## config.mk

```make
export PLATFORM = sky130hd
export DESIGN_NAME = jpeg_block_coder
export DESIGN_NICKNAME = d
export VERILOG_FILES = /design/src/jpeg_pkg.sv /design/src/zigzag_ram.sv /design/src/coef_quantizer.sv /design/src/zigzag_buffer.sv /design/src/run_length_coder.sv /design/src/jpeg_block_coder.sv
export VERILOG_INCLUDE_DIRS = /design/src
export SDC_FILE = /design/constraint.sdc
export NUM_CORES = 2
export LEC_CHECK = 0
export BUFFER_PORTS_ARGS = -buffer_cell sky130_fd_sc_hd__buf_2
export CORE_AREA = 2 2 414 416
export CTS_BUF_LIST = sky130_fd_sc_hd__clkbuf_16
export DETAILED_ROUTE_END_ITERATION = 8
export DIE_AREA = 0 0 416 418
export GPL_TIMING_DRIVEN = 0
export PLACE_DENSITY = 0.76
export SETUP_SLACK_MARGIN = 0.02
export SYNTH_ARGS = -nofsm -noshare
export SYNTH_HDL_FRONTEND = slang
export SYNTH_SLANG_ARGS = --single-unit
```

## constraint.sdc

```tcl
create_clock -name clk -period 18.45 [get_ports clk]
set_clock_uncertainty 0.2 [all_clocks]
set_input_delay 1.845 -clock clk [delete_from_list [all_inputs] [get_ports clk]]
set_output_delay 1.845 -clock clk [all_outputs]
set_load 0.02 [all_outputs]
```

## src/jpeg_defs.svh

```systemverilog
`ifndef JPEG_DEFS_SVH
`define JPEG_DEFS_SVH

// width of one quantized DCT coefficient.
`define COEF_W 16

// coefficients in one row of an 8x8 block.
`define ROW_LEN 8

// words in the reorder RAM.
// each word holds two coefficients, so one block fills 32 words
// and the ping-pong pair of blocks fills 64.
`define RAM_DEPTH 64

// upper bound, in clock cycles, for any wait in the testbench.
`define TB_TIMEOUT 2000

`endif

```

## src/jpeg_pkg.sv

```systemverilog
`include "jpeg_defs.svh"

package jpeg_pkg;

    typedef logic signed [`COEF_W-1:0] coef_t;
    typedef logic [2:0] row_idx_t;
    typedef logic [4:0] pair_idx_t;
    typedef logic [5:0] zz_addr_t;
    typedef logic [3:0] run_t;

    typedef enum logic [1:0] {
        RLC_IDLE,
        RLC_SECOND,
        RLC_ZRL,
        RLC_EOB
    } rlc_state_t;

    // coarser quantization toward the high-frequency corner.
    function automatic logic [2:0] quant_shift(row_idx_t row, logic [2:0] col);
        logic [2:0] m;
        m = (row > col) ? row : col;
        return 3'd1 + (m >> 1);
    endfunction

    // standard JPEG zigzag scan position of (row, col).
    function automatic zz_addr_t zigzag_pos(row_idx_t row, logic [2:0] col);
        int r;
        int c;
        int s;
        int base;
        int offs;
        r = int'(row);
        c = int'(col);
        s = r + c;
        if (s < 8) begin
            base = s * (s + 1) / 2;
            offs = (s % 2 == 1) ? r : c;
        end else begin
            // the lower-right triangle is counted back from position 63.
            base = 64 - (15 - s) * (16 - s) / 2;
            offs = (s % 2 == 1) ? r - (s - 7) : c - (s - 7);
        end
        return zz_addr_t'(base + offs);
    endfunction

endpackage

```

## src/zigzag_ram.sv

```systemverilog
`include "jpeg_defs.svh"

module zigzag_ram (
    input  logic                          clk,
    input  logic [$clog2(`RAM_DEPTH)-1:0] wa_i,
    input  logic [2*`COEF_W-1:0]          wd_i,
    input  logic [1:0]                    wbe_i,
    input  logic                          we_i,
    input  logic [$clog2(`RAM_DEPTH)-1:0] ra_i,
    input  logic                          re_i,
    output logic [2*`COEF_W-1:0]          rd_o
);

    logic [2*`COEF_W-1:0] mem [`RAM_DEPTH];

    // each half-word has its own enable.
    always_ff @(posedge clk) begin
        if (we_i) begin
            if (wbe_i[0]) begin
                mem[wa_i][`COEF_W-1:0] <= wd_i[`COEF_W-1:0];
            end
            if (wbe_i[1]) begin
                mem[wa_i][2*`COEF_W-1:`COEF_W] <= wd_i[2*`COEF_W-1:`COEF_W];
            end
        end
    end

    always_ff @(posedge clk) begin
        if (re_i) begin
            rd_o <= mem[ra_i];
        end
    end

endmodule

```

## src/coef_quantizer.sv

```systemverilog
`include "jpeg_defs.svh"

module coef_quantizer (
    input  logic                clk,
    input  logic                resetn,

    input  jpeg_pkg::coef_t     coef_i [`ROW_LEN],
    input  jpeg_pkg::row_idx_t  row_i,
    input  logic                row_valid_i,
    output logic                row_hold_o,

    output jpeg_pkg::coef_t     q_row_o [`ROW_LEN],
    output jpeg_pkg::row_idx_t  q_row_idx_o,
    output logic                q_row_valid_o,
    input  logic                q_hold_i
);
    import jpeg_pkg::*;

    coef_t                         quant [`ROW_LEN];
    logic                          accept;
    logic [`ROW_LEN*`COEF_W-1:0]   q_row_flat;

    // arithmetic shift that rounds toward zero for negative inputs.
    function automatic coef_t quantize(coef_t x, logic [2:0] s);
        coef_t bias;
        bias = (x < 0) ? coef_t'((1 << s) - 1) : '0;
        return (x + bias) >>> s;
    endfunction

    always_comb begin
        for (int c = 0; c < `ROW_LEN; c++) begin
            quant[c] = quantize(coef_i[c], quant_shift(row_i, 3'(c)));
        end
    end

    // the row register is busy while the buffer is still taking its columns.
    assign row_hold_o = q_row_valid_o & q_hold_i;
    assign accept     = row_valid_i & ~row_hold_o;

    always_ff @(posedge clk) begin
        if (!resetn) begin
            q_row_valid_o <= 1'b0;
        end else if (accept) begin
            q_row_valid_o <= 1'b1;
        end else if (!q_hold_i) begin
            q_row_valid_o <= 1'b0;
        end
    end

    always_ff @(posedge clk) begin
        if (accept) begin
            q_row_o     <= quant;
            q_row_idx_o <= row_i;
        end
    end

    always_comb begin
        for (int c = 0; c < `ROW_LEN; c++) begin
            q_row_flat[c*`COEF_W +: `COEF_W] = q_row_o[c];
        end
    end

    // the buffer reads one column per cycle from a row it has not released.
    a_row_stable: assert property (
        @(posedge clk) disable iff (!resetn)
        q_row_valid_o && q_hold_i |=>
            q_row_valid_o && $stable(q_row_flat) && $stable(q_row_idx_o)
    );

endmodule

```

## src/zigzag_buffer.sv

```systemverilog
`include "jpeg_defs.svh"

module zigzag_buffer (
    input  logic                 clk,
    input  logic                 resetn,

    input  jpeg_pkg::coef_t      d_i [`ROW_LEN],
    input  jpeg_pkg::row_idx_t   d_row_i,
    input  logic                 d_valid_i,
    output logic                 d_hold_o,

    output jpeg_pkg::coef_t      q_o [2],
    output jpeg_pkg::pair_idx_t  q_cnt_o,
    output logic                 q_valid_o,
    input  logic                 q_hold_i
);
    import jpeg_pkg::*;

    localparam int AW = $clog2(`RAM_DEPTH);

    logic [1:0]            wptr;
    logic [1:0]            rptr;
    logic [2:0]            wr_col;
    pair_idx_t             rd_cnt;
    logic                  full;
    logic                  empty;

    zz_addr_t              wr_pos;
    coef_t                 wr_coef;
    logic [AW-1:0]         wa;
    logic [2*`COEF_W-1:0]  wd;
    logic [1:0]            wbe;
    logic                  we;

    logic [AW-1:0]         ra;
    logic [2*`COEF_W-1:0]  rd;
    logic                  re;
    logic                  rd_go;
    logic                  rd_fresh;
    logic [2*`COEF_W-1:0]  hold_pair;

    // the extra pointer bit tells a full RAM from an empty one.
    assign full  = (wptr[1] != rptr[1]) && (wptr[0] == rptr[0]);
    assign empty = (wptr == rptr);

    // a row is released only on its last column.
    assign d_hold_o = full | (wr_col != 3'(`ROW_LEN - 1));

    always_ff @(posedge clk) begin
        if (!resetn) begin
            wptr   <= '0;
            wr_col <= '0;
        end else if (we) begin
            wr_col <= wr_col + 3'd1;
            if (&wr_col && &d_row_i) begin
                wptr <= wptr + 2'd1;
            end
        end
    end

    assign we      = d_valid_i & ~full;
    assign wr_coef = d_i[wr_col];
    assign wr_pos  = zigzag_pos(d_row_i, wr_col);

    // even zigzag positions go to the low half of a word.
    assign wa  = {wptr[0], wr_pos[5:1]};
    assign wd  = {wr_coef, wr_coef};
    assign wbe = wr_pos[0] ? 2'b10 : 2'b01;

    assign rd_go = ~empty & ~q_hold_i;

    always_ff @(posedge clk) begin
        if (!resetn) begin
            rptr   <= '0;
            rd_cnt <= '0;
        end else if (rd_go) begin
            rd_cnt <= rd_cnt + 5'd1;
            if (&rd_cnt) begin
                rptr <= rptr + 2'd1;
            end
        end
    end

    always_ff @(posedge clk) begin
        if (rd_go) begin
            q_cnt_o <= rd_cnt;
        end
    end

    // the RAM keeps reading ahead, so the pair is kept in hold_pair after its first cycle.
    assign ra = {rptr[0], rd_cnt};
    assign re = ~empty;

    zigzag_ram ram_i (
        .clk   (clk),
        .wa_i  (wa),
        .wd_i  (wd),
        .wbe_i (wbe),
        .we_i  (we),
        .ra_i  (ra),
        .re_i  (re),
        .rd_o  (rd)
    );

    always_ff @(posedge clk) begin
        if (!resetn) begin
            rd_fresh <= 1'b0;
        end else begin
            rd_fresh <= rd_go;
        end
    end

    always_ff @(posedge clk) begin
        if (rd_fresh) begin
            hold_pair <= rd;
        end
    end

    always_comb begin
        q_o[0] = rd_fresh ? coef_t'(rd[`COEF_W-1:0]) : coef_t'(hold_pair[`COEF_W-1:0]);
        q_o[1] = rd_fresh ? coef_t'(rd[2*`COEF_W-1:`COEF_W])
                          : coef_t'(hold_pair[2*`COEF_W-1:`COEF_W]);
    end

    always_ff @(posedge clk) begin
        if (!resetn) begin
            q_valid_o <= 1'b0;
        end else if (!q_hold_i) begin
            q_valid_o <= ~empty;
        end
    end

    // the writer is never more than both blocks ahead of the reader, and the reader never
    // passes the writer.
    a_no_write_full: assert property (
        @(posedge clk) disable iff (!resetn)
        (wptr - rptr) != 2'd3
    );

    // back-to-back pairs follow each other in zigzag order, wrapping per block.
    a_read_order: assert property (
        @(posedge clk) disable iff (!resetn)
        q_valid_o && !q_hold_i ##1 q_valid_o |-> q_cnt_o == $past(q_cnt_o) + 5'd1
    );

endmodule

```

## src/run_length_coder.sv

```systemverilog
`include "jpeg_defs.svh"

module run_length_coder (
    input  logic                 clk,
    input  logic                 resetn,

    input  jpeg_pkg::coef_t      pair_i [2],
    input  jpeg_pkg::pair_idx_t  pair_idx_i,
    input  logic                 pair_valid_i,
    output logic                 pair_hold_o,

    output jpeg_pkg::run_t       sym_run_o,
    output jpeg_pkg::coef_t      sym_value_o,
    output logic                 sym_eob_o,
    output logic                 sym_valid_o,
    input  logic                 sym_hold_i
);
    import jpeg_pkg::*;

    rlc_state_t  state;
    rlc_state_t  state_nxt;
    logic [5:0]  zeros;
    logic [5:0]  zeros_nxt;
    coef_t       val1_q;
    logic        last_q;
    coef_t       pend_val;
    logic        pend_second;

    coef_t       cur_v;
    logic [5:0]  cur_z;
    logic        cur_second;
    logic        cur_last;
    logic        cur_dc;

    logic        emit;
    run_t        e_run;
    coef_t       e_val;
    logic        e_eob;
    logic        advance;
    logic        step;

    assign advance     = ~(sym_valid_o & sym_hold_i);
    assign step        = (state != RLC_IDLE) | pair_valid_i;
    assign pair_hold_o = (state != RLC_IDLE) | ~advance;

    // pick the coefficient to place this cycle.
    // a zero first AC value is folded into the run so the second is placed at once.
    always_comb begin
        cur_v      = pair_i[0];
        cur_z      = zeros;
        cur_second = 1'b0;
        cur_last   = &pair_idx_i;
        cur_dc     = 1'b0;
        case (state)
            RLC_IDLE: begin
                cur_dc = (pair_idx_i == '0);
                if (!cur_dc && pair_i[0] == '0) begin
                    cur_v      = pair_i[1];
                    cur_z      = zeros + 6'd1;
                    cur_second = 1'b1;
                end
            end
            RLC_SECOND: begin
                cur_v      = val1_q;
                cur_second = 1'b1;
                cur_last   = last_q;
            end
            default: begin
                cur_v      = pend_val;
                cur_second = pend_second;
                cur_last   = last_q;
            end
        endcase
    end

    always_comb begin
        emit      = 1'b0;
        e_run     = '0;
        e_val     = '0;
        e_eob     = 1'b0;
        zeros_nxt = cur_z;
        state_nxt = state;
        if (state == RLC_EOB) begin
            emit      = 1'b1;
            e_eob     = 1'b1;
            zeros_nxt = '0;
            state_nxt = RLC_IDLE;
        end else if (cur_dc) begin
            emit      = 1'b1;
            e_val     = cur_v;
            zeros_nxt = '0;
            state_nxt = RLC_SECOND;
        end else if (cur_v == '0) begin
            zeros_nxt = cur_z + 6'd1;
            state_nxt = cur_last ? RLC_EOB : RLC_IDLE;
        end else if (cur_z >= 6'd16) begin
            // ZRL, then the same value is tried again with 16 fewer zeros.
            emit      = 1'b1;
            e_run     = 4'd15;
            zeros_nxt = cur_z - 6'd16;
            state_nxt = RLC_ZRL;
        end else begin
            emit      = 1'b1;
            e_run     = cur_z[3:0];
            e_val     = cur_v;
            zeros_nxt = '0;
            state_nxt = cur_second ? RLC_IDLE : RLC_SECOND;
        end
    end

    always_ff @(posedge clk) begin
        if (!resetn) begin
            state       <= RLC_IDLE;
            zeros       <= '0;
            sym_valid_o <= 1'b0;
        end else if (advance) begin
            if (!step) begin
                sym_valid_o <= 1'b0;
            end else begin
                sym_valid_o <= emit;
                state       <= state_nxt;
                zeros       <= zeros_nxt;
            end
        end
    end

    always_ff @(posedge clk) begin
        if (advance && step) begin
            sym_run_o   <= e_run;
            sym_value_o <= e_val;
            sym_eob_o   <= e_eob;
            if (state_nxt == RLC_ZRL) begin
                pend_val    <= cur_v;
                pend_second <= cur_second;
            end
        end
        if (state == RLC_IDLE && advance && pair_valid_i) begin
            val1_q <= pair_i[1];
            last_q <= &pair_idx_i;
        end
    end

    a_sym_stable: assert property (
        @(posedge clk) disable iff (!resetn)
        sym_valid_o && sym_hold_i |=>
            sym_valid_o && $stable(sym_run_o) && $stable(sym_value_o) && $stable(sym_eob_o)
    );

endmodule

```

## src/jpeg_block_coder.sv

```systemverilog
`include "jpeg_defs.svh"

module jpeg_block_coder (
    input  logic                clk,
    input  logic                resetn,

    input  jpeg_pkg::coef_t     coef_i [`ROW_LEN],
    input  jpeg_pkg::row_idx_t  row_i,
    input  logic                row_valid_i,
    output logic                row_hold_o,

    output jpeg_pkg::run_t      sym_run_o,
    output jpeg_pkg::coef_t     sym_value_o,
    output logic                sym_eob_o,
    output logic                sym_valid_o,
    input  logic                sym_hold_i
);
    import jpeg_pkg::*;

    coef_t      q_row [`ROW_LEN];
    row_idx_t   q_row_idx;
    logic       q_row_valid;
    logic       buf_hold;

    coef_t      zz_pair [2];
    pair_idx_t  zz_pair_idx;
    logic       zz_valid;
    logic       coder_hold;

    coef_quantizer quant_i (
        .clk           (clk),
        .resetn        (resetn),
        .coef_i        (coef_i),
        .row_i         (row_i),
        .row_valid_i   (row_valid_i),
        .row_hold_o    (row_hold_o),
        .q_row_o       (q_row),
        .q_row_idx_o   (q_row_idx),
        .q_row_valid_o (q_row_valid),
        .q_hold_i      (buf_hold)
    );

    zigzag_buffer zz_buf_i (
        .clk       (clk),
        .resetn    (resetn),
        .d_i       (q_row),
        .d_row_i   (q_row_idx),
        .d_valid_i (q_row_valid),
        .d_hold_o  (buf_hold),
        .q_o       (zz_pair),
        .q_cnt_o   (zz_pair_idx),
        .q_valid_o (zz_valid),
        .q_hold_i  (coder_hold)
    );

    run_length_coder rlc_i (
        .clk          (clk),
        .resetn       (resetn),
        .pair_i       (zz_pair),
        .pair_idx_i   (zz_pair_idx),
        .pair_valid_i (zz_valid),
        .pair_hold_o  (coder_hold),
        .sym_run_o    (sym_run_o),
        .sym_value_o  (sym_value_o),
        .sym_eob_o    (sym_eob_o),
        .sym_valid_o  (sym_valid_o),
        .sym_hold_i   (sym_hold_i)
    );

endmodule

```

==> flow_summary.json <==
{
  "cts_buffer_depth": 3,
  "netlist-cell-type-count": 77,
  "final_net_count": 6350,
  "post_synth_and_or_nand_nor_area_fraction": 0.0370,
  "finalCriticalPeriod_ns": 10.91,
  "detailedRoute.firstIterationViolations": 8743,
  "endpoint": "zz_buf_i.ram_i.mem[37][3]",
  "cts_made_buffers": 214,
  "grt_first_pass_wirelength_um": 409000,
  "die_width_um": 416,
  "hpwlAfterDp_um": 179000,
  "synth_area_leader_cell": "sky130_fd_sc_hd__edfxtp_1",
  "maxClockFrequency_mhz": 91.7,
  "power.sequential.fraction": 0.508,
  "netlist_area_before_placement_um2": 101000,
  "max_cap_viol_count": 1,
  "yosys.area_share.xor_xnor": 0.0124,
  "r2r.worst_path.cells": 28,
  "design.portCount": 158,
  "count_of_flip_flops_with_a_built_in_enable_after_synthesis": 2303,
  "comb_power_share": 0.131,
  "finish.cell_count_without_fillers": 8379,
  "slew-limit-headroom": 0.00260,
  "synth_mux_area_frac": 0.178,
  "core_area_um2": 169000,
  "numPortBuffers": 157,
  "hold_wc_path_type": "reg2reg",
  "synth_async_sr_flop_share": 0,
  "detailedRoute.firstPassIterationCount": 6,
  "power_density_nw_per_um2": 108,
  "wl_met3_um": 33800,
  "tns_ns": 0,
  "power.total_mw": 12.3,
  "post_synth.cell_area_avg_um2": 18.8,
  "grt_setup_unrepaired": "no",
  "dominantRegCellSynth": "sky130_fd_sc_hd__edfxtp_1",
  "clock_sink_count": 2327,
  "totalWireLength_um": 285000,
  "reg2reg_slack_ns": 7.54,
  "leakagePower_nw": 37.4,
  "drc": 0,
  "drt_wl_cell_um": 34.0,
  "final_design_area_no_fill_um2": 115000,
  "pwr-share-clk": 0.360,
  "finalHoldWorstSlack_ns": 0.229,
  "post_synth_fa_ha_maj_area_fraction": 0.0321,
  "die_h_um": 418,
  "cts.hold.buffers_added": 0,
  "slowest_stage": "sky130_fd_sc_hd__xor2_1",
  "yosysSeqAreaShare": 0.689,
  "level_count_of_the_clock_h_tree": 4,
  "dpl-instance-area_um2": 108000,
  "global_route.usage.total": 0.330,
  "final_core_util": 0.678,
  "cts_tree": "built",
  "min_delay_path_depth": 0,
  "postRouteAntennaNets": 0,
  "flow.area_growth_from_synthesis_pct": 13.4,
  "layout.cells.most_common": "sky130_fd_sc_hd__edfxtp_1",
  "vias_in_the_first_global_route": 57400,
  "global_route.overflow_total": 0,
  "arrival_ns": 11.18,
  "synth_area_leaders": "sky130_fd_sc_hd__edfxtp_1, sky130_fd_sc_hd__mux4_2, sky130_fd_sc_hd__ha_1",
  "ys.warnings.count": 0,
  "initial_util": 0.598,
  "gp_congestion": 0.904,
  "final_cell_mix": "sky130_fd_sc_hd__edfxtp_1, sky130_fd_sc_hd__mux4_2, sky130_fd_sc_hd__nand2_1",
  "path_class": "reg2reg",
  "crit_fanout": 16,
  "final_critical_path_setup_slack_ns": 7.54,
  "outcome": "complete, but fails checks",
  "timing.rr.end": "zz_buf_i.ram_i.mem[37][3]",
  "worst_ep_required_time_ns": 18.72,
  "place_ws_ns": 8.04,
  "routed.top_layer": "met5",
  "power.ir.vdd_worst_v": 0.000126,
  "met2RoutedLength_um": 137000,
  "sw_frac_of_total": 0.260,
  "timing.critical_path.from_type": "register",
  "cts_setup_buffers": 0,
  "worst_path_most_repeated_cell": "sky130_fd_sc_hd__inv_1",
  "timing.hold.worst.start": "zz_buf_i.rd_cnt[4]",
  "cts_root_buf": "sky130_fd_sc_hd__clkbuf_16",
  "synthDominantCellAreaShare": 0.684,
  "final_min_period_over_clock_period": 0.591,
  "postSynthRegisterBits": 2327,
  "synthesis.instances": 5392,
  "failed_checks": "capacitance limit",
  "drive_gt1_frac": 0.250,
  "netsw_mw": 3.21,
  "clkLatencyLatePin_ns": 0.89,
  "dieArea_um2": 174000,
  "worst_max_slew_pin_slew_ns": 1.50,
  "grt_max_degree": 129,
  "std_cell_rows": 151,
  "cts.reportedPaths.clkPinSlew_ns": 0.07,
  "report.final.setup_viol": 0,
  "start_of_the_worst_register_to_register_path": "zz_buf_i.wr_col[0]",
  "setup.worst_path.start": "zz_buf_i.wr_col[0]",
  "num_vias": 57800,
  "antenna_found_initial": 32,
  "drt-vias-per-instance": 6.89,
  "cts-resized-gates": 0,
  "power_report.internal_total_mw": 9.13,
  "endpoint_kind": "register",
  "met1Wirelength_um": 98500,
  "largest_family_of_logic_cells_by_synthesized_area": "multiplexers",
  "hold_viol": 0,
  "numPlacedInstances": 7970,
  "slew_violations": 0,
  "synth-compound-area-share": 0.0360,
  "cp_slowest_stage_delay_ns": 1.03
}
[critical path, delay by kind of cell (launching register included)]
family                     cells  cell delay, ns
adders and majority gates      9            3.53
buffers and inverters         11            2.88
and+or+nand+nor                3            1.77
xor gates and xnor gates       2            1.20
AOI/OAI and AO/OA              3            0.59
DFF                            1            0.36
[power by group through the flow]
stage          logic, mW  clock network (mW)  registers, mW
4_1_cts             1.57                4.47           6.27
2_1_floorplan      0.909                   0           6.36
3_5_place_dp        1.54                   0           6.38
6_report            1.62                4.45           6.28
3_3_place_gp        1.36                   0           6.41
5_1_grt             1.70                4.64           6.28
[worst min path at each step]
stage / endpoint
3_5_place_dp: zz_buf_i.q_cnt_o[4]
2_1_floorplan: zz_buf_i.q_cnt_o[2]
3_3_place_gp: zz_buf_i.q_cnt_o[4]
6_report: zz_buf_i.q_cnt_o[4]
5_1_grt: zz_buf_i.q_cnt_o[3]
4_1_cts: zz_buf_i.q_cnt_o[4]
[routing by layer]
| layer | track usage | vias up |
|---|---|---|
| met5 | 0.000834 | - |
| met4 | 0.158 | 28 |
| met3 | 0.0910 | 821 |
| met2 | 0.526 | 4249 |
| met1 | 0.426 | 29600 |
| li1 | - | 23100 |
[Yosys cell counts (26+ instances only)]
cell	n
sky130_fd_sc_hd__inv_1	136
sky130_fd_sc_hd__mux2i_1	111
sky130_fd_sc_hd__a21o_1	50
sky130_fd_sc_hd__edfxtp_1	2303
sky130_fd_sc_hd__buf_1	62
sky130_fd_sc_hd__clkbuf_1	190
sky130_fd_sc_hd__and3_1	27
sky130_fd_sc_hd__nor2b_1	52
sky130_fd_sc_hd__mux4_2	718
sky130_fd_sc_hd__ha_1	226
sky130_fd_sc_hd__a21oi_1	173
sky130_fd_sc_hd__nand3_1	46
sky130_fd_sc_hd__o211ai_1	26
sky130_fd_sc_hd__mux2_2	63
sky130_fd_sc_hd__xor2_1	47
sky130_fd_sc_hd__nand2_1	236
sky130_fd_sc_hd__nor3_1	31
sky130_fd_sc_hd__xnor2_1	96
sky130_fd_sc_hd__and2_1	64
sky130_fd_sc_hd__o21ai_0	106
sky130_fd_sc_hd__nor2_1	266
[area by class of cell]
| class | instances | area (um2) |
|---|---|---|
| Clock inverter | 186 | 1600 |
| Timing Repair Buffer | 283 | 3070 |
| Sequential cell | 2327 | 69600 |
| Buffer | 264 | 1030 |
| Fill cell | 10200 | 54400 |
| Clock buffer | 214 | 5360 |
| Antenna cell | 9 | 22.5 |
| Inverter | 142 | 533 |
| Tap cell | 2218 | 2780 |
| Multi-Input combinational cell | 2736 | 30600 |
[state kept, by name, summed over array words and instances, names as in the netlist, 2 cells and up]
name and flops:
zz_buf_i.ram_i.rd_o 32, rlc_i.pend_val 16, rlc_i.val1_q 16, zz_buf_i.wr_col 3
quant_i.q_row_idx_o 3, zz_buf_i.rd_cnt 5, zz_buf_i.wptr 2, rlc_i.zeros 6
rlc_i.state 2, quant_i.q_row_o 128, zz_buf_i.rptr 2, zz_buf_i.q_cnt_o 5
rlc_i.sym_value_o 16, rlc_i.sym_run_o 4, zz_buf_i.ram_i.mem 2048, zz_buf_i.hold_pair 32
[cells by family (layout without fill, tap and decap cells)]
| group | Yosys count | count (layout) |
|---|---|---|
| AOI/OAI and AO/OA | 568 | 568 |
| xor gates and xnor gates | 143 | 143 |
| DFF | 2327 | 2327 |
| muxes | 894 | 894 |
| adders and majority gates | 247 | 247 |
| and+or+nand+nor | 805 | 805 |
| buffers and inverters | 406 | 1089 |
| other | 2 | 88 |
No activity file was read; power rests on OpenSTA's default activity.
